<file path="config.mk">
export PLATFORM = sky130hd
export DESIGN_NAME = dataMemory
export DESIGN_NICKNAME = d
export VERILOG_FILES = /design/src/design/dataMemory.sv
export SDC_FILE = /design/constraint.sdc
export NUM_CORES = 2
export LEC_CHECK = 0
export BUFFER_PORTS_ARGS = -buffer_cell sky130_fd_sc_hd__buf_2
export CORE_ASPECT_RATIO = 0.8
export CORE_MARGIN = 2
export CORE_UTILIZATION = 35
export DETAILED_ROUTE_END_ITERATION = 12
export GPL_TIMING_DRIVEN = 1
export PLACE_DENSITY = 0.5
export SYNTH_ARGS = -nofsm -noshare
export SYNTH_HDL_FRONTEND = slang
export SYNTH_SLANG_ARGS = --single-unit
</file>
<file path="constraint.sdc">
create_clock -name Clk -period 1.8 [get_ports Clk]
set_clock_uncertainty 0.2 [all_clocks]
set_input_delay 0.09 -clock Clk [delete_from_list [all_inputs] [get_ports Clk]]
set_output_delay 0.09 -clock Clk [all_outputs]
set_load 0.03 [all_outputs]
</file>
<file path="src/design/dataMemory.sv">
`default_nettype none

module dataMemory #(
  parameter int DMEM_DEPTH = 64
) (
  input  logic        Clk,
  input  logic        reset,
  input  logic [31:0] addr,
  input  logic [31:0] writeData,
  input  logic        memWrite,
  input  logic        memRead,
  output logic [31:0] readData
);

  localparam int IDX_W = $clog2(DMEM_DEPTH);

  logic [31:0]      mem [DMEM_DEPTH];
  logic [IDX_W-1:0] wordIdx;

  assign wordIdx  = addr[IDX_W+1:2];  // Byte address to word
  assign readData = memRead ? mem[wordIdx] : '0;

  always_ff @(posedge Clk) begin
    if (reset) begin
      mem <= '{default: '0};
    end else if (memWrite) begin
      mem[wordIdx] <= writeData;
    end
  end

  assert property (@(posedge Clk) disable iff (reset)
    (memRead || memWrite) |-> (addr[1:0] == 2'b00))
    else $error("unaligned data access at %h", addr);

endmodule

`default_nettype wire

</file>
==> out/qor.yml <==
cells_and_area:
  final_util_pct: 44.7
  top_regs: "mem (2048)"
  fillers: 23958
  top_register: "mem"
  area_growth_pct: 27.2
  largest_reg_flops: 2048
  finalNetCount: 11755
  drive_gt1_share_pct: 18.5
timing:
  setup_violations: 32
  rsz0062_at_grt: "yes"
  tightest_slew_ns: 0.930
  holdWs_ns: 0.0135
  period_share_pct: 184
  finalCriticalPeriod_ns: 3.31
  slew_headroom_pct: 37.8
  layout_setup_ws_ns: -1.51
  finalHoldViolations: 0
  max_freq_mhz: 302
  slew_viol_final: 0
synthesis:
  synthSimpleGateAreaFrac_pct: 20.6
  synth_xor_area_share_pct: 0
  synthCells: 11433
  ys.flop_type: "dfxtp_1"
  yosys_warnings: 0
  synth_top_family_by_area: "compound AO/OA/AOI/OAI gates"
  ys_types: 61
  syn-num-nets: 11501
  synthMuxAreaShare_pct: 3.26
  netlist_top_cells_area: "dfxtp_1 (47%), nand2_1 (19%), a21oi_1 (12%)"
  syn_area_um2: 86400
  yosysMostFrequentCell: "nand2_1"
  avgSynthCellArea_um2: 7.56
  synth_top_area_share_pct: 47.4
  yosys.area_share.adder_pct: 0
  ys_ff_latch: 2048
  synthArstFlopShare_pct: 0
  synth-compound-area-share_pct: 22.9
  yosysTopAreaCell: "dfxtp_1"
  synthTopCellsByCount: "nand2_1 (4263), a21oi_1 (2088), dfxtp_1 (2048)"
  synth_edf_count: 0
  ys_seq_area_share_pct: 47.4
detailed_routing:
  drtIter0Drc: 11691
  ant_nets: 0
  wire_per_inst_um: 27.8
  vias_per_cell: 5.86
  drc: 0
  firstDrtPassIters: 8
  drt-total-wl_um: 422000
  num_vias: 88843
status:
  status: "complete, but fails checks"
  violations: "setup timing"
critical_path:
  crit_arrival_ns: 3.02
  rr_startpoint: "mem[1383]"
  crit_start: "mem[1359]"
  critPathRequiredTime_ns: 1.51
  cp-start-kind: "flip-flop"
  path_max_fanout: 2
  endpoint_kind: "primary output"
  crit_type: "flip-flop to primary output"
floorplanning:
  dieArea_um2: 251000
  pin_count: 100
  core_um2: 246000
  start_util_pct: 35.1
  die_w_um: 560
  fp-row-count: 163
  die_y_um: 448
clock_tree:
  clk_pin_slew_ns: 0.06
  clockBufferDepth: 4
  cts-root-buf: "clkbuf_16"
  cts_tree: "built"
  cts-htree-levels: 4
  clk-insertion-delay-late_ns: 0.90
  cts.sinks: 2048
  numCtsBuffers: 221
global_route:
  antenna_found_initial: 28
  grt_usage_pct: 32.0
  first_global_vias: 82899
  grt_overflow: 0
  grt_pass1_wl_um: 596000
  grt_max_degree: 101
placement:
  dp_hpwl_um: 263000
  numPortBuffers: 73
  gp_congestion: 0.941
pwr:
  powerDensity_nw_per_um2: 925
  peakVddDrop_v: 0.000818
  power_leakage_uw: 0.0368
flow_run:
  max_cap_viol_count: 0
min_path:
  hp-start: "addr[4]"
  holdCritPathClass: "input port to flip-flop"
[where the power goes]
group | total, µW | internal (µW) | switching, µW
logic | 9790 | 3130 | 6660
registers | 45600 | 45500 | 105
clock network | 46300 | 26600 | 19700
[final timing paths]
kind / endpoint / slack [ns] / cells after the start
worst max-delay path: readData[15] / -1.51 / 7
worst min-delay path: mem[737] / 0.01 / 7
worst max register to register: mem[1383] / 0.89 / 3
worst min register to register: mem[1566] / 0.25 / 2
[cell usage in the layout, fill, tap and decap left out, drive strengths merged, types with 11 or more instances in the layout]
cell | synthesis | layout
a21oi | 2088 | 2088
o21ai | 223 | 223
clkinv | 1 | 38
nand4 | 11 | 11
bufinv | 0 | 13
a22o | 47 | 47
clkbuf | 835 | 331
a221o | 25 | 25
mux2 | 107 | 107
a22oi | 77 | 77
o41a | 14 | 14
nor2 | 380 | 389
dfxtp | 2048 | 2048
dlygate4sd3 | 0 | 43
buf | 355 | 1169
mux4 | 37 | 37
o221ai | 12 | 12
nand3 | 18 | 18
o22ai | 49 | 49
nand2 | 4264 | 4264
a221oi | 681 | 681
mux2i | 77 | 77
[worst max-delay path, cell delays in order (launching register included)]
cell,delay [ns]
dfxtp_2,0.33
a221oi_4,0.29
nor2_2,0.08
o21ai_4,0.34
buf_6,0.15
nand4_1,0.10
o41a_1,0.62
buf_6,0.21
[metrics by stage]
step                 TNS, ns  cell area [µm²]  total power (µW)  worst slack (ns)  cells
finish                -42.26           110000            102000             -1.51  15158
detailed placement  -1254.27            99800             55600             -1.73  14733
global route          -43.36           110000            104000             -1.52  15153
CTS                   -51.02           109000            102000             -1.59  15146
global placement    -1211.75            99800             55500             -1.76  14733
floorplan             -26.38            87500             50500            -0.264  11433
[metal layers]
metal,share of wire (%),vias up,global-route usage [%]
met4,5.2,22,15.0
li1,-,39443,-
met3,11,843,6.75
met1,41,43561,43.7
met2,42,4974,48.2
met5,0.037,-,0
[timing repair]
action	in CTS	in global routing
hold buffers	43	0
pin swaps	149	130
buffers inserted	0	5
gates cloned	2	7
gates resized for setup	424	191
setup endpoints to repair	96	272
hold endpoints to repair	2048	0
[cells by family (layout without fill, tap and decap cells)]
logic type | after synthesis | in the layout
AOI/OAI and AO/OA | 3268 | 3268
buffers and inverters | 1196 | 1605
DFF | 2048 | 2048
muxes | 221 | 221
other | 0 | 7
and+or+nand+nor | 4700 | 4709
[area by class of cell]
class | count | area, µm² | share of cell area, %
Inverter | 6 | 37.5 | 0.0341
Clock buffer | 331 | 6480 | 5.90
Clock inverter | 56 | 693 | 0.630
Sequential cell | 2048 | 41100 | 37.3
Tap cell | 3300 | 4130 | 3.76
Multi-Input combinational cell | 8198 | 43900 | 39.9
Timing Repair Buffer | 1212 | 13700 | 12.4
Antenna cell | 7 | 17.5 | 0.0159
Power figures use the tool's default switching activity.
