<file path="src/design/registerFile.sv">
`default_nettype none

module registerFile (
  input  logic        Clk,
  input  logic        reset,
  input  logic [4:0]  readReg1,
  input  logic [4:0]  readReg2,
  input  logic [4:0]  writeReg,
  input  logic [31:0] writeData,
  input  logic        regWrite,
  output logic [31:0] readData1,
  output logic [31:0] readData2
);

  logic [31:0] regs [32];

  // Write-first so decode sees the instruction now in writeback
  assign readData1 = (readReg1 == 5'd0) ? '0 :
                     (regWrite && writeReg == readReg1) ? writeData : regs[readReg1];
  assign readData2 = (readReg2 == 5'd0) ? '0 :
                     (regWrite && writeReg == readReg2) ? writeData : regs[readReg2];

  always_ff @(posedge Clk) begin
    if (reset) begin
      regs <= '{default: '0};
    end else if (regWrite && writeReg != 5'd0) begin
      regs[writeReg] <= writeData;
    end
  end

  // Storage for $zero never takes a write
  assert property (@(posedge Clk) disable iff (reset)
    (regWrite && writeReg == 5'd0) |=> (regs[0] == '0))
    else $error("register 0 changed after a write to it");

endmodule

`default_nettype wire

</file>
<file path="config.mk">
export PLATFORM = sky130hd
export DESIGN_NAME = registerFile
export DESIGN_NICKNAME = d
export VERILOG_FILES = /design/src/design/registerFile.sv
export SDC_FILE = /design/constraint.sdc
export NUM_CORES = 2
export LEC_CHECK = 0
export BUFFER_PORTS_ARGS = -buffer_cell sky130_fd_sc_hd__buf_2
export CAP_MARGIN = 20
export CELL_PAD_IN_SITES_DETAIL_PLACEMENT = 1
export CELL_PAD_IN_SITES_GLOBAL_PLACEMENT = 2
export CORE_MARGIN = 4
export CORE_UTILIZATION = 36
export CTS_CLUSTER_DIAMETER = 150
export CTS_CLUSTER_SIZE = 8
export DETAILED_ROUTE_END_ITERATION = 12
export GPL_TIMING_DRIVEN = 0
export PLACE_DENSITY_LB_ADDON = 0.1
export SLEW_MARGIN = 20
export SYNTH_ARGS = -nofsm -noshare
export SYNTH_HDL_FRONTEND = slang
export SYNTH_SLANG_ARGS = --single-unit
</file>
<file path="constraint.sdc">
create_clock -name Clk -period 4.7 [get_ports Clk]
set_clock_uncertainty 0.1 [all_clocks]
set_input_delay 1.41 -clock Clk [delete_from_list [all_inputs] [get_ports Clk]]
set_output_delay 1.41 -clock Clk [all_outputs]
set_load 0.05 [all_outputs]
</file>
==> impl_metrics.ini <==
[outcome]
status = finished with violations
violations = setup timing

[die]
die_x_um = 388
fp-row-count = 139
core_area_um2 = 144000
die-area_um2 = 151000
io_pins = 114
die_y_um = 388
start_util = 0.363

[power_and_ir_drop]
seqPwrFrac = 0.401
ir_drop_uv = 265
switching_share = 0.298
p_switching_w = 0.00653
p_leak_nw = 22.1
power_frac_comb = 0.150
cell_internal_pwr_w = 0.0154
p_per_area_nw_per_um2 = 327
power_frac_clock = 0.449

[worst_setup_path]
path_common_cell = buf_16
worstPathArrival_ns = 3.83
critPathMaxStageDelay_ns = 0.69
cpMaxStageDelayCell = o211ai_1
cp_num_buf_inv = 6
crit_chain = buf_16, buf_12, buf_16, buf_16, buf_16, mux2i_4, a221oi_2, a21oi_1, o211ai_1, buf_4
cp_max_fo = 6
end_kind = primary output
worstPathRequired_ns = 3.19
critPathKind = in2out
critPathLaunchType = input pin
crit_family = buffers and inverters

[global_route]
grt_usage = 0.411
overflow = 0
grt_pass1_vias = 51500
grt_pass1_wl_um = 428000
grt_start_max_net_pins = 17
antenna_found_initial = 11

[cts]
clock-sinks = 1024
cts_tree = built
clk_path_buf_depth = 3
h-tree-depth = 4
ctsHoldBuffers = 0
clk_latency_ns = 0.80
cts_root_buf = clkbuf_16
path_clk_slew_ns = 0.05
cts_buffers = 145

[detailed_routing]
dr.pass1.iters = 6
drtIter0Drc = 6273
wirelength_um = 326000
wl_per_cell_um = 38.8
ant_nets = 0
drc = 0
viasPerCell = 6.37
num_vias = 53500

[place]
dp_slack_ns = -2.14
placedCellCount = 8020
dp_hpwl_um = 241000
portBuffers = 72
place_area_um2 = 55400
gp_congestion = 1.01

[finish]
fin_area_um2 = 67100
largest_reg_flops = 1024
final_layout_size_suffix_gt1_frac = 0.230
top_regs = regs x1024
postLayoutCoreUtil = 0.467
syn2layout_area_growth_pct = 28.9
fin_cells = 8400
regMostFlops = regs
nNetsFinal = 6527

[yosys]
synth_top_area_cell = dfxtp_1
synthTopCellsByArea = dfxtp_1, mux4_2, nand2_1
yosysUniqueCellTypes = 51
synth_commonest_cells = nand2_1, a21oi_1, dfxtp_1
ys.flop_type = dfxtp_1
ys_async_sr_fraction = 0
ys_seq_area_frac = 0.393
syn_area_per_cell_um2 = 8.63
synth_area_um2 = 52100
syn_inst = 6037
yosysTopAreaCellShare = 0.393
syn_nets = 6087
yosys_warnings = 0
synth_edf_count = 0
yosysMostFrequentCell = nand2_1
ys_seq_elements = 1024

[sta]
period_needed_ns = 5.34
final.period_utilization = 1.14
fmax_mhz = 187
worstMarginPinSlew_ns = 1.25
maxSlewViolCount = 0
setup_viol = 64
tns_ns = -23.16
setup_slack_ns = -0.645
slew_headroom = 0.170
grt_setup_unrepaired = yes
hold_viol = 0

[flow_run]
maxCapViolations = 0

[worst_hold_path]
hold_class = reg2reg
==> per-stage QoR <==
| step | total power (W) | hold WS (ns) |
|---|---|---|
| 6_report | 0.0220 | 0.366 |
| 4_1_cts | 0.0216 | 0.366 |
| 2_1_floorplan | 0.0102 | 0.343 |
| 3_3_place_gp | 0.0113 | 0.348 |
| 3_5_place_dp | 0.0114 | 0.359 |
| 5_1_grt | 0.0223 | 0.381 |
==> path summary, 6_finish.rpt <==
| path | start | cells after the start | slack (ns) | endpoint |
|---|---|---|---|---|
| max | readReg1[0] | 10 | -0.64 | readData1[0] |
| min | regs[930] | 2 | 0.37 | regs[930] |
| max reg2reg | regs[31] | 2 | 3.79 | regs[31] |
| min reg2reg | regs[930] | 2 | 0.37 | regs[930] |
==> per-layer routing <==
metal	global-route usage	part of all wire
met2	0.615	0.43
met3	0.126	0.11
met4	0.271	0.080
met1	0.512	0.38
met5	0	0.00012
==> power by group through the flow <==
stage          Clock [W]  Combinational, W  Sequential, W
2_1_floorplan          0           0.00122        0.00896
5_1_grt           0.0102           0.00326        0.00881
6_report         0.00986           0.00329        0.00881
4_1_cts          0.00989           0.00290        0.00881
3_5_place_dp           0           0.00237        0.00898
3_3_place_gp           0           0.00235        0.00898
==> worst reg2reg max path: stages, from the launching register on <==
cell and delay [ns]:
dfxtp_1 0.40, nand2_1 0.08, a21oi_1 0.23
==> cells by family (layout without fill, tap and decap cells) <==
family          Yosys count  count (layout)  synth area share
flops                  1024            1024             0.393
buf+inv                 651            1104            0.0531
compound gates         1428            1428             0.157
other cells               0               7                 0
xor+xnor                 10              10           0.00168
mux                     663             663             0.225
simple gates           2261            2261             0.169
==> final cells by class <==
cell class                 instances  area [µm²]
tap                             1903        2380
clock inverter                    11         134
sequential                      1024       20500
multi-input combinational       4362       31400
fill                           16200       76500
antenna                            7        17.5
inverter                           2        11.3
clock buffer                     149        3730
timing repair buffer             301        3810
buffer                           641        5180
==> cells in the final DEF, fill, tap and decap left out, types with 10 or more instances in the layout <==
master	n
nand2_2	14
clkbuf_4	28
o2111ai_2	13
dfxtp_1	1024
nand3_1	11
mux4_2	408
mux2i_4	32
a21oi_2	24
mux2i_2	19
buf_16	71
a221o_2	16
clkbuf_8	14
buf_12	76
a22oi_2	90
clkbuf_1	400
nand2_1	2073
o2bb2ai_4	11
nor2b_1	36
buf_8	54
a21oi_1	1030
o21ai_1	12
clkbuf_16	174
o221ai_2	10
buf_4	143
nor2_1	40
o22a_4	13
o221a_2	13
buf_6	68
mux2i_1	202
buf_2	30
a22oi_1	95
clkbuf_2	30
==> repair_timing <==
action	in CTS	in global routing
setup buffers	105	92
cloned	13	15
setup endpoints to repair	64	64
resized for setup	949	305
pin swaps	75	140
(Power assumes the default switching activity.)
