[config.mk]
export PLATFORM = sky130hd
export DESIGN_NAME = alu
export DESIGN_NICKNAME = d
export VERILOG_FILES = /design/src/design/mipsPkg.sv /design/src/design/alu.sv
export SDC_FILE = /design/constraint.sdc
export NUM_CORES = 1
export LEC_CHECK = 0
export CAP_MARGIN = 20
export CORE_MARGIN = 2
export CORE_UTILIZATION = 60
export DETAILED_ROUTE_END_ITERATION = 6
export DONT_BUFFER_PORTS = 1
export PLACE_DENSITY = 0.83
export SETUP_SLACK_MARGIN = 0.2
export SLEW_MARGIN = 20
export SYNTH_ARGS = -nofsm -noshare
export SYNTH_HDL_FRONTEND = slang
export SYNTH_SLANG_ARGS = --single-unit
[constraint.sdc]
create_clock -name vclk -period 8.24
set_input_delay 0.412 -clock vclk [all_inputs]
set_output_delay 0.412 -clock vclk [all_outputs]
set_load 0.02 [all_outputs]
[src/design/mipsPkg.sv]
`default_nettype none

package mipsPkg;

  // Primary opcode field in MIPS encoding
  typedef enum logic [5:0] {
    RTYPE = 6'h00,
    BEQ   = 6'h04,
    ADDI  = 6'h08,
    ANDI  = 6'h0c,
    ORI   = 6'h0d,
    LW    = 6'h23,
    SW    = 6'h2b
  } opcode_t;

  typedef enum logic [5:0] {
    F_ADD = 6'h20,
    F_SUB = 6'h22,
    F_AND = 6'h24,
    F_OR  = 6'h25,
    F_SLT = 6'h2a
  } funct_t;

  typedef enum logic [2:0] {
    ALU_ADD = 3'd0,
    ALU_SUB = 3'd1,
    ALU_AND = 3'd2,
    ALU_OR  = 3'd3,
    ALU_SLT = 3'd4
  } aluOp_t;

  typedef struct packed {
    logic aluSrc;      // Immediate drives ALU operand b
    logic regDst;      // Destination is rd, else rt
    logic memRead;
    logic memWrite;
    logic memToReg;    // Writeback takes load data
    logic regWrite;
    logic branch;
    logic zeroExtend;  // Logical immediates
  } ctrl_t;

  typedef struct packed {
    logic [31:0] pcPlus4;
    logic [31:0] instruction;
    logic        valid;
  } ifId_t;

  typedef struct packed {
    ctrl_t       ctrl;
    aluOp_t      aluOp;
    logic [31:0] readData1;
    logic [31:0] readData2;
    logic [31:0] pcPlus4;
    logic [31:0] immExt;
    logic [4:0]  rt;
    logic [4:0]  rd;
    logic        valid;
  } idEx_t;

  typedef struct packed {
    ctrl_t       ctrl;
    logic [31:0] branchTarget;
    logic [31:0] aluResult;
    logic [31:0] storeData;
    logic        zero;
    logic [4:0]  writeReg;
    logic        valid;
  } exMem_t;

  typedef struct packed {
    ctrl_t       ctrl;
    logic [31:0] readData;
    logic [31:0] aluResult;
    logic [4:0]  writeReg;
    logic        valid;
  } memWb_t;

  // Program load port with a word address
  typedef struct packed {
    logic        write;
    logic [7:0]  addr;
    logic [31:0] data;
  } imemLoad_t;

  // One record per architectural register write
  typedef struct packed {
    logic        valid;
    logic [4:0]  regNum;
    logic [31:0] data;
  } wbPacket_t;

endpackage

`default_nettype wire

[src/design/alu.sv]
`default_nettype none

module alu (
  input  mipsPkg::aluOp_t aluOp,
  input  logic [31:0]     a,
  input  logic [31:0]     b,
  output logic [31:0]     result,
  output logic            zero
);

  import mipsPkg::*;

  logic lessThan;

  assign lessThan = $signed(a) < $signed(b);  // Signed compare for slt

  always_comb begin
    case (aluOp)
      ALU_ADD: begin
        result = a + b;  // Wraps without an overflow trap
      end
      ALU_SUB: begin
        result = a - b;
      end
      ALU_AND: begin
        result = a & b;
      end
      ALU_OR: begin
        result = a | b;
      end
      ALU_SLT: begin
        result = {31'd0, lessThan};
      end
      default: begin
        result = '0;
      end
    endcase
  end

  // Drives the beq decision in the memory stage
  assign zero = (result == '0);

endmodule

`default_nettype wire

==> summary.md <==
| Metric | Value |
|---|---|
| Avg WL per Cell | `22.1 µm` |
| Dominant cells by area after synthesis | `ha_1 (24%), inv_1 (6.3%), a21oi_1 (6.2%)` |
| Crit end category | `primary output` |
| Setup violators final | `0` |
| Psw | `0.270 mW` |
| CP cell instances | `ha_1 > fa_1 > a211oi_1 > nor3_1 > nor3_1 > o32ai_1 > or4_1 > nor4_1 > nand4_1 > nor4_1 > nand4_1 > and4bb_1` |
| Residual DRC count | `0` |
| Chip Height | `100 µm` |
| WP data required | `7.83 ns` |
| Syn Nets | `1006` |
| Worst hold-check slack | `0.907 ns` |
| Max-cap check violation count | `0` |
| Clock network power share | `0%` |
| Minimum clock period | `4.90 ns` |
| Sw Share | `66.4%` |
| Sequential share of power | `0%` |
| Worst Tran Pin Value | `0.946 ns` |
| Seq/Total Area, Yosys | `0%` |
| Num sequential | `0` |
| Post-Route WL | `19800 µm` |
| Rel. slew slack | `36.7%` |
| Post-synthesis cell count | `832` |
| Final core occ | `60.6%` |
| Logic pwr share | `100.0%` |
| Max VDD drop | `0.0382 mV` |
| Initial DRC Count | `473` |
| Pwr/cell area | `73.7 mW/mm²` |
| Core Rows | `35` |
| Avg Cell Area, Syn | `6.68 µm²` |
| Nets | `962` |
| Port buffer count | `0` |
| Placer congestion estimate | `1.02` |
| Slowest Stage Delay on Critical Path | `0.63 ns` |
| Share of cells above drive strength 1 | `2.80%` |
| Final hold vios | `0` |
| Die W | `100 µm` |
| Vias | `6406` |
| DP Wirelength | `15600 µm` |
| Initial antenna violation count | `0` |
| Max stage delay cell, worst path | `or4_1` |
| GRT overflow | `0` |
| Vias in the first global route | `6033` |
| GRT Util Overall | `37.5%` |
| Area leader, netlist | `ha_1` |
| Period utilization | `59.5%` |
| Starting density of the core | `61.0%` |
| Max-slew violations | `0` |
| Register area | `0 µm²` |
| Synth Warn # | `0` |
| F_max | `204 MHz` |
| Die area | `0.0100 mm²` |
| Dpl cell area | `0.00552 mm²` |
| Antenna cells | `0` |
| CP Data Arrival Time | `4.49 ns` |
| WHS Path Cells | `1` |
| Hold-fix buffers at CTS | `0` |
| Worst Hold Class | `in2out` |
| Count of cell types in the netlist | `77` |
| Worst setup margin | `3.34 ns` |
| Ports | `100` |
| Synth top area share | `23.6%` |
| Int Power | `0.137 mW` |
| Postcts setup bufs | `0` |
| Synthesized cell area | `0.00556 mm²` |
| Leak pwr | `2.55 nW` |
| Vias per std cell | `7.14` |
| Area Growth Syn to Fin | `-0.698%` |
| First-pass GRT wire length | `30900 µm` |
| RSZ-0062 raised after global routing | `false` |
| Post-cts sizing count | `0` |
| Placement Setup Slack | `3.46 ns` |
| Crit path launch type | `primary input` |
| Antenna Nets Post-Route | `0` |
| Clock buf count | `0` |
| Largest net degree at the start of global routing | `86` |
| Highest net fanout along the worst path | `3` |
| Final non-filler cell area | `0.00552 mm²` |
| Final TNS setup | `0 ns` |
| CORE AREA | `0.00911 mm²` |
| First-pass iteration count of the detailed router | `5` |
| Kind of critical path | `in2out` |
| Run status | `complete, no violations` |
==> cells in the mapped netlist, types with 13 or more instances <==
master / instances
ha_1: 105
nor2b_1: 15
a21o_1: 14
nor3_1: 27
clkbuf_1: 34
or3_1: 14
a211oi_1: 13
nand3_1: 15
inv_1: 93
o211ai_1: 18
nor2_1: 70
nor4_1: 16
nand2_1: 57
a21oi_1: 69
o21ai_0: 30
==> layout make-up <==
class / count / area (µm²)
fillers: 938 / 3590
inverters: 96 / 360
multi-input cells: 688 / 5000
well taps: 111 / 139
repair buffers: 2 / 15.0
==> critical path: cells and delay by family <==
family | cells | cell delay [ns]
AOI/OAI and AO/OA | 2 | 0.75
and+or+nand+nor | 8 | 2.69
adders and majority gates | 2 | 0.64
==> cells by family (layout without fill, tap and decap cells) <==
family / count (synthesis) / after routing / share of synthesized area [%]
compound gates: 285 / 285 / 36.9
xor+xnor: 14 / 14 / 2.21
simple gates: 272 / 272 / 24.8
fa+ha+maj: 107 / 107 / 24.4
mux: 10 / 10 / 1.80
buf+inv: 144 / 98 / 9.95
==> power groups by stage <==
stage | clock network (mW) | logic [mW] | registers [mW]
2_1_floorplan | 0 | 0.311 | 0
3_3_place_gp | 0 | 0.388 | 0
3_5_place_dp | 0 | 0.394 | 0
4_1_cts | 0 | 0.396 | 0
5_1_grt | 0 | 0.437 | 0
6_report | 0 | 0.407 | 0
==> worst paths after layout <==
check	startpoint	slack, ns	to
worst max-delay path	a[0]	3.34	zero
worst min-delay path	aluOp[2]	0.91	result[1]
==> placed cells by master, fill, tap and decap left out, drive strengths merged, types with 4 or more instances in the layout <==
master / count
a22oi: 4
o211a: 4
a221o: 6
o21bai: 7
o211ai: 18
ha: 105
o2111ai: 5
nand2b: 11
nor2b: 16
and2: 5
mux2i: 10
a211o: 6
nor3: 27
o21ai: 36
or2: 4
inv: 96
o22ai: 8
or4: 6
nor2: 70
nand4: 12
xnor2: 12
a221oi: 5
o31ai: 13
nand3: 15
o221ai: 4
or3: 14
o311ai: 6
a211oi: 14
a31oi: 11
and3: 7
o21a: 10
nand2: 57
nor4: 16
a21oi: 70
a2111oi: 9
a21o: 14
==> through the flow <==
step,cells,power (mW)
2_1_floorplan,832,0.311
3_3_place_gp,897,0.388
3_5_place_dp,897,0.394
4_1_cts,897,0.396
5_1_grt,897,0.437
6_report,897,0.407
==> layer usage <==
| metal | routed length [µm] | vias to the layer above | track usage [%] |
|---|---|---|---|
| li1 | - | 2961 | - |
| met1 | 8020 | 3022 | 47.9 |
| met2 | 9390 | 363 | 65.0 |
| met3 | 1720 | 60 | 3.90 |
| met4 | 706 | 0 | 13.3 |
| met5 | 0 | - | 0 |
Power figures use the tool's default switching activity.
