File: config.mk
export PLATFORM = sky130hd
export DESIGN_NAME = instructionFetch
export DESIGN_NICKNAME = d
export VERILOG_FILES = /design/src/design/mipsPkg.sv /design/src/design/instructionFetch.sv
export SDC_FILE = /design/constraint.sdc
export NUM_CORES = 2
export LEC_CHECK = 0
export BUFFER_PORTS_ARGS = -buffer_cell sky130_fd_sc_hd__buf_4
export CAP_MARGIN = 30
export CORE_MARGIN = 2
export CORE_UTILIZATION = 45
export DETAILED_ROUTE_END_ITERATION = 10
export GPL_ROUTABILITY_DRIVEN = 0
export SLEW_MARGIN = 25
export SYNTH_ARGS = -nofsm -noshare
export SYNTH_HDL_FRONTEND = slang
export SYNTH_SLANG_ARGS = --single-unit
File: constraint.sdc
create_clock -name Clk -period 4.1 [get_ports Clk]
set_clock_uncertainty 0.15 [all_clocks]
set_input_delay 1.23 -clock Clk [delete_from_list [all_inputs] [get_ports Clk]]
set_output_delay 1.23 -clock Clk [all_outputs]
set_load 0.01 [all_outputs]
File: src/design/mipsPkg.sv
`default_nettype none

package mipsPkg;

  // Primary opcode field in MIPS encoding
  typedef enum logic [5:0] {
    RTYPE = 6'h00,
    BEQ   = 6'h04,
    ADDI  = 6'h08,
    ANDI  = 6'h0c,
    ORI   = 6'h0d,
    LW    = 6'h23,
    SW    = 6'h2b
  } opcode_t;

  typedef enum logic [5:0] {
    F_ADD = 6'h20,
    F_SUB = 6'h22,
    F_AND = 6'h24,
    F_OR  = 6'h25,
    F_SLT = 6'h2a
  } funct_t;

  typedef enum logic [2:0] {
    ALU_ADD = 3'd0,
    ALU_SUB = 3'd1,
    ALU_AND = 3'd2,
    ALU_OR  = 3'd3,
    ALU_SLT = 3'd4
  } aluOp_t;

  typedef struct packed {
    logic aluSrc;      // Immediate drives ALU operand b
    logic regDst;      // Destination is rd, else rt
    logic memRead;
    logic memWrite;
    logic memToReg;    // Writeback takes load data
    logic regWrite;
    logic branch;
    logic zeroExtend;  // Logical immediates
  } ctrl_t;

  typedef struct packed {
    logic [31:0] pcPlus4;
    logic [31:0] instruction;
    logic        valid;
  } ifId_t;

  typedef struct packed {
    ctrl_t       ctrl;
    aluOp_t      aluOp;
    logic [31:0] readData1;
    logic [31:0] readData2;
    logic [31:0] pcPlus4;
    logic [31:0] immExt;
    logic [4:0]  rt;
    logic [4:0]  rd;
    logic        valid;
  } idEx_t;

  typedef struct packed {
    ctrl_t       ctrl;
    logic [31:0] branchTarget;
    logic [31:0] aluResult;
    logic [31:0] storeData;
    logic        zero;
    logic [4:0]  writeReg;
    logic        valid;
  } exMem_t;

  typedef struct packed {
    ctrl_t       ctrl;
    logic [31:0] readData;
    logic [31:0] aluResult;
    logic [4:0]  writeReg;
    logic        valid;
  } memWb_t;

  // Program load port with a word address
  typedef struct packed {
    logic        write;
    logic [7:0]  addr;
    logic [31:0] data;
  } imemLoad_t;

  // One record per architectural register write
  typedef struct packed {
    logic        valid;
    logic [4:0]  regNum;
    logic [31:0] data;
  } wbPacket_t;

endpackage

`default_nettype wire

File: src/design/instructionFetch.sv
`default_nettype none

module instructionFetch #(
  parameter int IMEM_DEPTH = 64
) (
  input  logic               Clk,
  input  logic               reset,
  input  mipsPkg::imemLoad_t imemLoad,
  input  logic               pcSrc,
  input  logic [31:0]        branchTarget,
  output mipsPkg::ifId_t     ifId
);

  localparam int IDX_W = $clog2(IMEM_DEPTH);
  localparam logic [31:0] LAST_PC = 32'((IMEM_DEPTH - 1) * 4);

  logic [31:0] imem [IMEM_DEPTH];
  logic [31:0] pc;
  logic [31:0] pcPlus4;
  logic [31:0] pcNext;
  logic [31:0] fetched;

  assign pcPlus4 = pc + 32'd4;
  assign fetched = imem[pc[IDX_W+1:2]];  // Word index

  // Fetch parks on the last word once the program runs out
  always_comb begin
    if (pcSrc) begin
      pcNext = branchTarget;
    end else if (pc == LAST_PC) begin
      pcNext = pc;
    end else begin
      pcNext = pcPlus4;
    end
  end

  always_ff @(posedge Clk) begin
    if (reset && imemLoad.write) begin
      imem[imemLoad.addr[IDX_W-1:0]] <= imemLoad.data;
    end
  end

  always_ff @(posedge Clk) begin
    if (reset) begin
      pc         <= '0;
      ifId.valid <= 1'b0;
    end else begin
      pc               <= pcNext;
      ifId.pcPlus4     <= pcPlus4;
      ifId.instruction <= fetched;
      ifId.valid       <= !pcSrc;  // Taken branch squashes this fetch
    end
  end

  // Program is only written while the core is held in reset
  assert property (@(posedge Clk) imemLoad.write |-> reset)
    else $error("instruction memory load while core is running");

  // Redirects and sequential fetch stay inside the program memory
  assert property (@(posedge Clk) disable iff (reset)
    (pc[1:0] == 2'b00) && (pc <= LAST_PC))
    else $error("PC out of range or misaligned: %h", pc);

endmodule

`default_nettype wire

==> reports/metrics.cfg <==
[synthesis]
synth.top_cells.by_count=edfxtp_1, mux4_2, nor2_1
synthAdderAreaFrac_pct=0.0154
avgSynthCellArea_um2=22.6
synth_mux_area_share_pct=14.4
synth_top_family_by_area=multiplexers
ys.flop_type=edfxtp_1
synth-seq-cells=2145
ys_top_cells_by_area=edfxtp_1, mux4_2, dfxtp_1
netlist.top_cell.by_area=edfxtp_1
synth_top_area_share_pct=78.0
yosysWarnings=0
synth_fp_nets=3666
synth_compound_area_share_pct=3.31
synth_edf_count=2112
postSynth.asyncResetShare_pct=0
synth.most_common_cell=edfxtp_1
synth_xor_area_share_pct=0.302
yosys.area_share.simple_pct=1.82
yosysUniqueCellTypes=56
synth_cells=3589
yosysSeqAreaShare_pct=78.9
synth.cell_area_mm2=0.0813

[critical_path]
worst_r2r_path_depth=5
critical_path_class=reg -> reg
arrival_ns=3.89
cp-start-kind=flop
worstPathRequired_ns=4.55
cp-end-kind=flop
cp_max_fo=14

[global_route]
grt_pass1_wl_um=283000
gr-total-overflow=0
grt_start_max_net_pins=66
grt_use_total_pct=21.4
grt_pass1_vias=39387
antenna_found_initial=1

[place]
post-place-ws_ns=0.586
place_inst=6097
portBuffers=138
dp_hpwl_um=116000

[hold_path]
hold_depth=0
min_path_type=reg -> reg

[cts]
hold_buffers=0
clk_pin_slew_ns=0.06
post-cts-setup-buffers=0
cts_buffer_depth=3
clock_latency_ns=0.83
cts.repair.resized=0
cts_tree=yes
cts.sink_count=2145
cts-root-buf=clkbuf_16
numCtsBuffers=209
htree_levels=4

[detailed_routing]
route.detailed.drc=0
ant_nets=0
drtIter0Drc=3704
drt-total-wl_um=197000
drtPass1Iterations=5
wl_per_cell_um=30.4
viasPerCell=5.96
dr_total_vias=38649

[floorplan]
die_x_um=429
die-area_mm2=0.184
pin_count=141
initial_core_util_pct=45.4
die_y_um=429
core_mm2=0.179
fp-row-count=155

[layout]
final_cells=6480
nets=4030
synthToLayoutAreaGrowth_pct=15.5
final_util_pct=52.4
drive_above_1_share_pct=30.1

[pwr]
fin_total_pwr_w=0.0458
peakVddDrop_mv=0.375
cellLeakagePower_nw=29.0
powerDensity_mw_per_mm2=488

[timing]
worst_slack_ns=0.661
max_slew.worst_pin.slew_ns=0.959
rsz0062_at_grt=false
max_freq_mhz=291
hold_violations=0
setup_viol=0
min_period_ns=3.44
slew_violations=0
finalCritPeriodShare_pct=83.9
fin_tns_setup_ns=0
slew_headroom_pct=36.0

[flow_run]
max_cap_violations=0

[outcome]
status=completed

[worst max-delay path: stages, from the launching register on]
cell and delay, ns:
dfxtp_1 0.95, nand2b_1 0.67, nor2_1 0.30, a221oi_1 0.49, o21ai_0 0.37, o21a_1 0.27
[final timing paths]
| path | slack, ns | startpoint | end |
|---|---|---|---|
| setup / recovery | 0.66 | pc[5] | ifId[11] |
| hold / removal | 0.31 | pc[1] | ifId[34] |
| setup reg to reg | 0.66 | pc[5] | ifId[11] |
| hold reg to reg | 0.31 | pc[1] | ifId[34] |
[cell type report]
| class | instances | area, µm² |
|---|---|---|
| diodes | 1 | 2.50 |
| clock buffers | 246 | 5430 |
| clock inverters | 136 | 1210 |
| fillers | 13781 | 85200 |
| inverters | 10 | 38.8 |
| multi-input cells | 1237 | 16600 |
| flip-flops and latches | 2145 | 64100 |
| well taps | 2355 | 2950 |
| repair buffers | 350 | 3480 |
[layer usage]
layer / wire length (µm) / global-route usage [%] / up-vias
met4: 5760 / 6.74 / 0
met2: 96300 / 34.6 / 1346
met5: 0 / 0 / -
met1: 82900 / 30.2 / 20932
li1: - / - / 16104
met3: 12000 / 3.20 / 267
[cells by family after synthesis]
kind of cell    after synthesis
buf+inv                     207
simple gates                307
fa+ha+maj                     1
compound gates              372
xor+xnor                     28
mux                         529
flops                      2145
[sequential cells by signal, summed over array words and instances, names as in the netlist]
signal / count
imem: 2048
ifId: 65
pc: 32
[layout by cell type (no fill, tap or decap), drive strengths merged, types with 22 or more instances in the layout]
cell type  Yosys  routed
mux4         512     512
clkinv         1     107
o22ai         66      66
a21oi         57      57
nand2b        29      29
buf          115     350
nand2         64      64
nor2         114     114
nand3         44      44
dfxtp         33      33
o21ai         29      29
edfxtp      2112    2112
a22oi         87      87
o211a         22      22
clkbuf        82     246
[stage by stage]
step	hold slack [ns]	cell area [µm²]
after global routing	0.326	93800
after floorplan	0.280	81300
after global placement	0.309	87200
final	0.313	93800
after CTS	0.319	93800
after detailed placement	0.305	87200
[report_power, final]
part	total [W]	internal, W	switching (W)
clock network	0.0187	0.0105	0.00815
registers	0.0244	0.0243	0.000134
logic	0.00269	0.00111	0.00158
total	0.0458	0.0359	0.00987
No activity file was read; power rests on OpenSTA's default activity.
