===== src/design/mipsPkg.sv =====
`default_nettype none

package mipsPkg;

  // Primary opcode field in MIPS encoding
  typedef enum logic [5:0] {
    RTYPE = 6'h00,
    BEQ   = 6'h04,
    ADDI  = 6'h08,
    ANDI  = 6'h0c,
    ORI   = 6'h0d,
    LW    = 6'h23,
    SW    = 6'h2b
  } opcode_t;

  typedef enum logic [5:0] {
    F_ADD = 6'h20,
    F_SUB = 6'h22,
    F_AND = 6'h24,
    F_OR  = 6'h25,
    F_SLT = 6'h2a
  } funct_t;

  typedef enum logic [2:0] {
    ALU_ADD = 3'd0,
    ALU_SUB = 3'd1,
    ALU_AND = 3'd2,
    ALU_OR  = 3'd3,
    ALU_SLT = 3'd4
  } aluOp_t;

  typedef struct packed {
    logic aluSrc;      // Immediate drives ALU operand b
    logic regDst;      // Destination is rd, else rt
    logic memRead;
    logic memWrite;
    logic memToReg;    // Writeback takes load data
    logic regWrite;
    logic branch;
    logic zeroExtend;  // Logical immediates
  } ctrl_t;

  typedef struct packed {
    logic [31:0] pcPlus4;
    logic [31:0] instruction;
    logic        valid;
  } ifId_t;

  typedef struct packed {
    ctrl_t       ctrl;
    aluOp_t      aluOp;
    logic [31:0] readData1;
    logic [31:0] readData2;
    logic [31:0] pcPlus4;
    logic [31:0] immExt;
    logic [4:0]  rt;
    logic [4:0]  rd;
    logic        valid;
  } idEx_t;

  typedef struct packed {
    ctrl_t       ctrl;
    logic [31:0] branchTarget;
    logic [31:0] aluResult;
    logic [31:0] storeData;
    logic        zero;
    logic [4:0]  writeReg;
    logic        valid;
  } exMem_t;

  typedef struct packed {
    ctrl_t       ctrl;
    logic [31:0] readData;
    logic [31:0] aluResult;
    logic [4:0]  writeReg;
    logic        valid;
  } memWb_t;

  // Program load port with a word address
  typedef struct packed {
    logic        write;
    logic [7:0]  addr;
    logic [31:0] data;
  } imemLoad_t;

  // One record per architectural register write
  typedef struct packed {
    logic        valid;
    logic [4:0]  regNum;
    logic [31:0] data;
  } wbPacket_t;

endpackage

`default_nettype wire


===== src/design/controlUnit.sv =====
`default_nettype none

module controlUnit (
  input  logic [31:0]     instruction,
  output mipsPkg::ctrl_t  ctrl,
  output mipsPkg::aluOp_t aluOp
);

  import mipsPkg::*;

  opcode_t opcode;
  funct_t  funct;

  assign opcode = opcode_t'(instruction[31:26]);
  assign funct  = funct_t'(instruction[5:0]);

  always_comb begin
    ctrl  = '0;
    aluOp = ALU_ADD;
    case (opcode)
      RTYPE: begin
        ctrl.regDst   = 1'b1;
        ctrl.regWrite = 1'b1;
        case (funct)
          F_ADD:   aluOp = ALU_ADD;
          F_SUB:   aluOp = ALU_SUB;
          F_AND:   aluOp = ALU_AND;
          F_OR:    aluOp = ALU_OR;
          F_SLT:   aluOp = ALU_SLT;
          default: ctrl  = '0;  // Includes the all-zero nop
        endcase
      end
      ADDI: begin
        ctrl.aluSrc   = 1'b1;
        ctrl.regWrite = 1'b1;
      end
      ANDI: begin
        ctrl.aluSrc     = 1'b1;
        ctrl.regWrite   = 1'b1;
        ctrl.zeroExtend = 1'b1;
        aluOp           = ALU_AND;
      end
      ORI: begin
        ctrl.aluSrc     = 1'b1;
        ctrl.regWrite   = 1'b1;
        ctrl.zeroExtend = 1'b1;
        aluOp           = ALU_OR;
      end
      LW: begin
        ctrl.aluSrc   = 1'b1;
        ctrl.memRead  = 1'b1;
        ctrl.memToReg = 1'b1;
        ctrl.regWrite = 1'b1;
      end
      SW: begin
        ctrl.aluSrc   = 1'b1;
        ctrl.memWrite = 1'b1;
      end
      BEQ: begin
        ctrl.branch = 1'b1;
        aluOp       = ALU_SUB;  // Equal operands give zero
      end
      default: ctrl = '0;
    endcase
  end

endmodule

`default_nettype wire


===== config.mk =====
export PLATFORM = sky130hd
export DESIGN_NAME = controlUnit
export DESIGN_NICKNAME = d
export VERILOG_FILES = /design/src/design/mipsPkg.sv /design/src/design/controlUnit.sv
export SDC_FILE = /design/constraint.sdc
export NUM_CORES = 1
export LEC_CHECK = 0
export BUFFER_PORTS_ARGS = -buffer_cell sky130_fd_sc_hd__buf_2
export CAP_MARGIN = 20
export CORE_AREA = 2 2 39 41
export DETAILED_ROUTE_END_ITERATION = 16
export DIE_AREA = 0 0 41 43
export GPL_ROUTABILITY_DRIVEN = 1
export SYNTH_ARGS = -nofsm -noshare
export SYNTH_HDL_FRONTEND = slang
export SYNTH_SLANG_ARGS = --single-unit
export TNS_END_PERCENT = 1

===== constraint.sdc =====
create_clock -name vclk -period 1.05
set_input_delay 0.1575 -clock vclk [all_inputs]
set_output_delay 0.1575 -clock vclk [all_outputs]
set_load 0.03 [all_outputs]

==> flow_metrics.py <==
metrics = {
    "setup_path": {
        "slowest_stage": "or4_4",
        "worstPathArrival_ns": 1.06,
        "cp_common_cell": "buf_4",
        "path_cells": "buf_4 > or4_4 > clkinvlp_4 > buf_4",
        "critical_path_class": "input pin to primary output",
        "crit_path_start_kind": "input pin",
        "cp-end-kind": "primary output",
        "crit_start": "instruction[30]",
        "cpPeakStageDelay_ns": 0.54,
        "critPathMaxFanout": 4,
        "worstPathRequired_ns": 0.89,
    },
    "cells_and_area": {
        "design_area_um2": 503,
        "nFillCells": 149,
        "design.seq.count": 0,
        "area_growth_pct": 105,
        "final_cell_mix": "buf_4 (12), buf_2 (7), buf_6 (6)",
        "seq_area_um2": 0,
        "final_common_cell": "buf_4",
        "clkbuf_count": 0,
        "fin_nets": 95,
        "antenna_cells": 0,
        "drive_above_1_share_pct": 65.6,
    },
    "floorplanning": {
        "num_rows": 14,
        "die-width_um": 41,
        "io_pins": 43,
        "initial_core_util_pct": 17.7,
        "core_area_mm2": 0.00138,
        "dieArea_mm2": 0.00176,
        "die_height_um": 43,
    },
    "logic_synthesis": {
        "synthesis.area_um2": 245,
        "syn_nets": 68,
        "ys.warnings.count": 0,
        "ys_seq_area_share_pct": 0,
        "netlist.area_leader.share_pct": 7.65,
        "synth_top_cell_by_area": "nor2_1",
        "synth_cell_types": 23,
        "avgSynthCellArea_um2": 6.81,
        "synth_area_leaders": "nor2_1 (7.7%), nand3_1 (6.1%), nand2_1 (6.1%)",
        "syn_inst": 36,
    },
    "worst_hold_path": {
        "min_from": "instruction[31]",
        "worstHoldEndpoint": "ctrl[1]",
        "min_path_cells": 4,
        "min_path_type": "input pin to primary output",
    },
    "power_and_ir_drop": {
        "comb_power_share_pct": 100.0,
        "cellInternalPower_uw": 71.4,
        "total_power_uw": 137,
        "p_seq_share_pct": 0,
        "powerDensity_mw_per_mm2": 272,
        "ir_drop_uv": 81.5,
        "switchingPower_uw": 65.5,
        "p_leak_uw": 0.000229,
        "clkPwrFrac_pct": 0,
        "sw_frac_of_total_pct": 47.8,
    },
    "sta": {
        "grt_setup_unrepaired": "yes",
        "worst_pin_slew_ns": 0.210,
        "setup_ws_ns": -0.170,
        "min_period_ns": 1.22,
        "finalHoldViolCount": 0,
        "maxSlewViolCount": 0,
        "max_freq_mhz": 819,
        "period_share_pct": 116,
        "final-setup-viol-count": 8,
        "max_slew_margin_pct": 85.8,
    },
    "drt": {
        "detail-route-antenna-nets": 0,
        "vias_per_cell": 4.65,
        "drc": 0,
        "drt-total-wl_um": 782,
        "drt_first_pass_iters": 2,
        "drt_iter0_markers": 1,
        "via_count": 358,
        "wl_per_cell_um": 10.2,
    },
    "clock_tree": {
        "cts_setup_buffers": 0,
    },
    "placed_design": {
        "place.gp.congestion": 0.853,
        "place_area_um2": 399,
        "port_buffers": 23,
        "hpwl_um": 622,
    },
    "global_route": {
        "antenna_found_initial": 0,
        "grt_pass1_vias": 326,
        "track_usage_pct": 9.40,
        "grt.overflow.total": 0,
        "grt_max_degree": 7,
        "grt_pass1_wl_mm": 1.24,
    },
    "status": {
        "outcome": "complete, but fails checks",
        "violations": "negative setup slack",
    },
    "flow_run": {
        "maxCapViolCount": 0,
    },
}
[per-stage QoR]
| step | util, % | hold slack (ns) | instances | setup TNS [ns] | setup WS [ns] |
|---|---|---|---|---|---|
| 2_1_floorplan | - | 0.466 | 36 | -0.957 | -0.208 |
| 3_3_place_gp | 28.8 | 0.734 | 77 | -1.96 | -0.302 |
| 3_5_place_dp | 28.8 | 0.720 | 77 | -1.97 | -0.308 |
| 4_1_cts | 34.4 | 0.720 | 77 | -0.954 | -0.171 |
| 5_1_grt | 36.3 | 0.701 | 77 | -1.48 | -0.199 |
| 6_report | 36.3 | 0.685 | 77 | -0.931 | -0.170 |
[area by class of cell]
| class | count | area (um^2) | share of cell area, % |
|---|---|---|---|
| multi-input cells | 33 | 264 | 52.5 |
| repair buffers | 26 | 208 | 41.3 |
| inverters | 2 | 11.3 | 2.24 |
| well taps | 16 | 20.0 | 3.98 |
[power by group through the flow]
stage	combinational [uW]	sequential (uW)	clock [uW]
detailed placement	107	0	0
CTS	129	0	0
global route	148	0	0
floorplan	52.9	0	0
global placement	106	0	0
finish	137	0	0
[what timing repair did]
| item | 4_1_cts | 5_1_grt |
|---|---|---|
| endpoints found under the hold margin | 0 | 0 |
| resized for setup | 23 | 7 |
| setup endpoints to repair | 11 | 11 |
| pin swaps | 8 | 4 |
| hold buffers | 0 | 0 |
[worst max-delay path: cells and delay by family]
kind / cells / cell delay [ns]
buffers and inverters: 3 / 0.37
AND/OR/NAND/NOR: 1 / 0.54
[synthesized netlist by cell type]
| master | count |
|---|---|
| nor3b_1 | 2 |
| nand3_1 | 3 |
| mux2i_1 | 1 |
| a31oi_1 | 1 |
| nand4b_1 | 1 |
| inv_1 | 2 |
| o21bai_1 | 1 |
| or2b_1 | 1 |
| nor2_1 | 5 |
| nand2_1 | 4 |
| o211ai_1 | 1 |
| nor4bb_1 | 1 |
| and3_2 | 1 |
| o211ai_2 | 1 |
| nand3b_1 | 2 |
| or2b_2 | 1 |
| buf_4 | 1 |
| nor3_2 | 1 |
| and3b_1 | 1 |
| or4_4 | 1 |
| or3_1 | 2 |
| and2b_2 | 1 |
| nand2b_4 | 1 |
[per-layer routing]
metal	routed length [um]	GRT usage [%]	share of wire, %	vias to the layer above
met4	29	2.67	3.7	0
met5	0	0	0	-
li1	-	-	-	183
met1	280	11.7	36	164
met3	22	0	2.8	2
met2	450	16.6	58	9
[worst max path at each step]
stage,to,slack [ns],depth (start not counted)
detailed placement,ctrl[2],-0.31,5
floorplan,ctrl[5],-0.21,4
CTS,ctrl[2],-0.17,5
global placement,ctrl[2],-0.30,5
finish,ctrl[3],-0.17,4
global route,ctrl[2],-0.20,5
[cells by family (layout without fill, tap and decap cells)]
kind of cell           count (synthesis)  after routing  share of synthesized area, %
AND/OR/NAND/NOR                       28             28                          76.0
AO/OA/AOI/OAI                          4              4                          13.8
buffers and inverters                  3             28                          6.12
multiplexers                           1              1                          4.08
No activity file was read; power rests on OpenSTA's default activity.
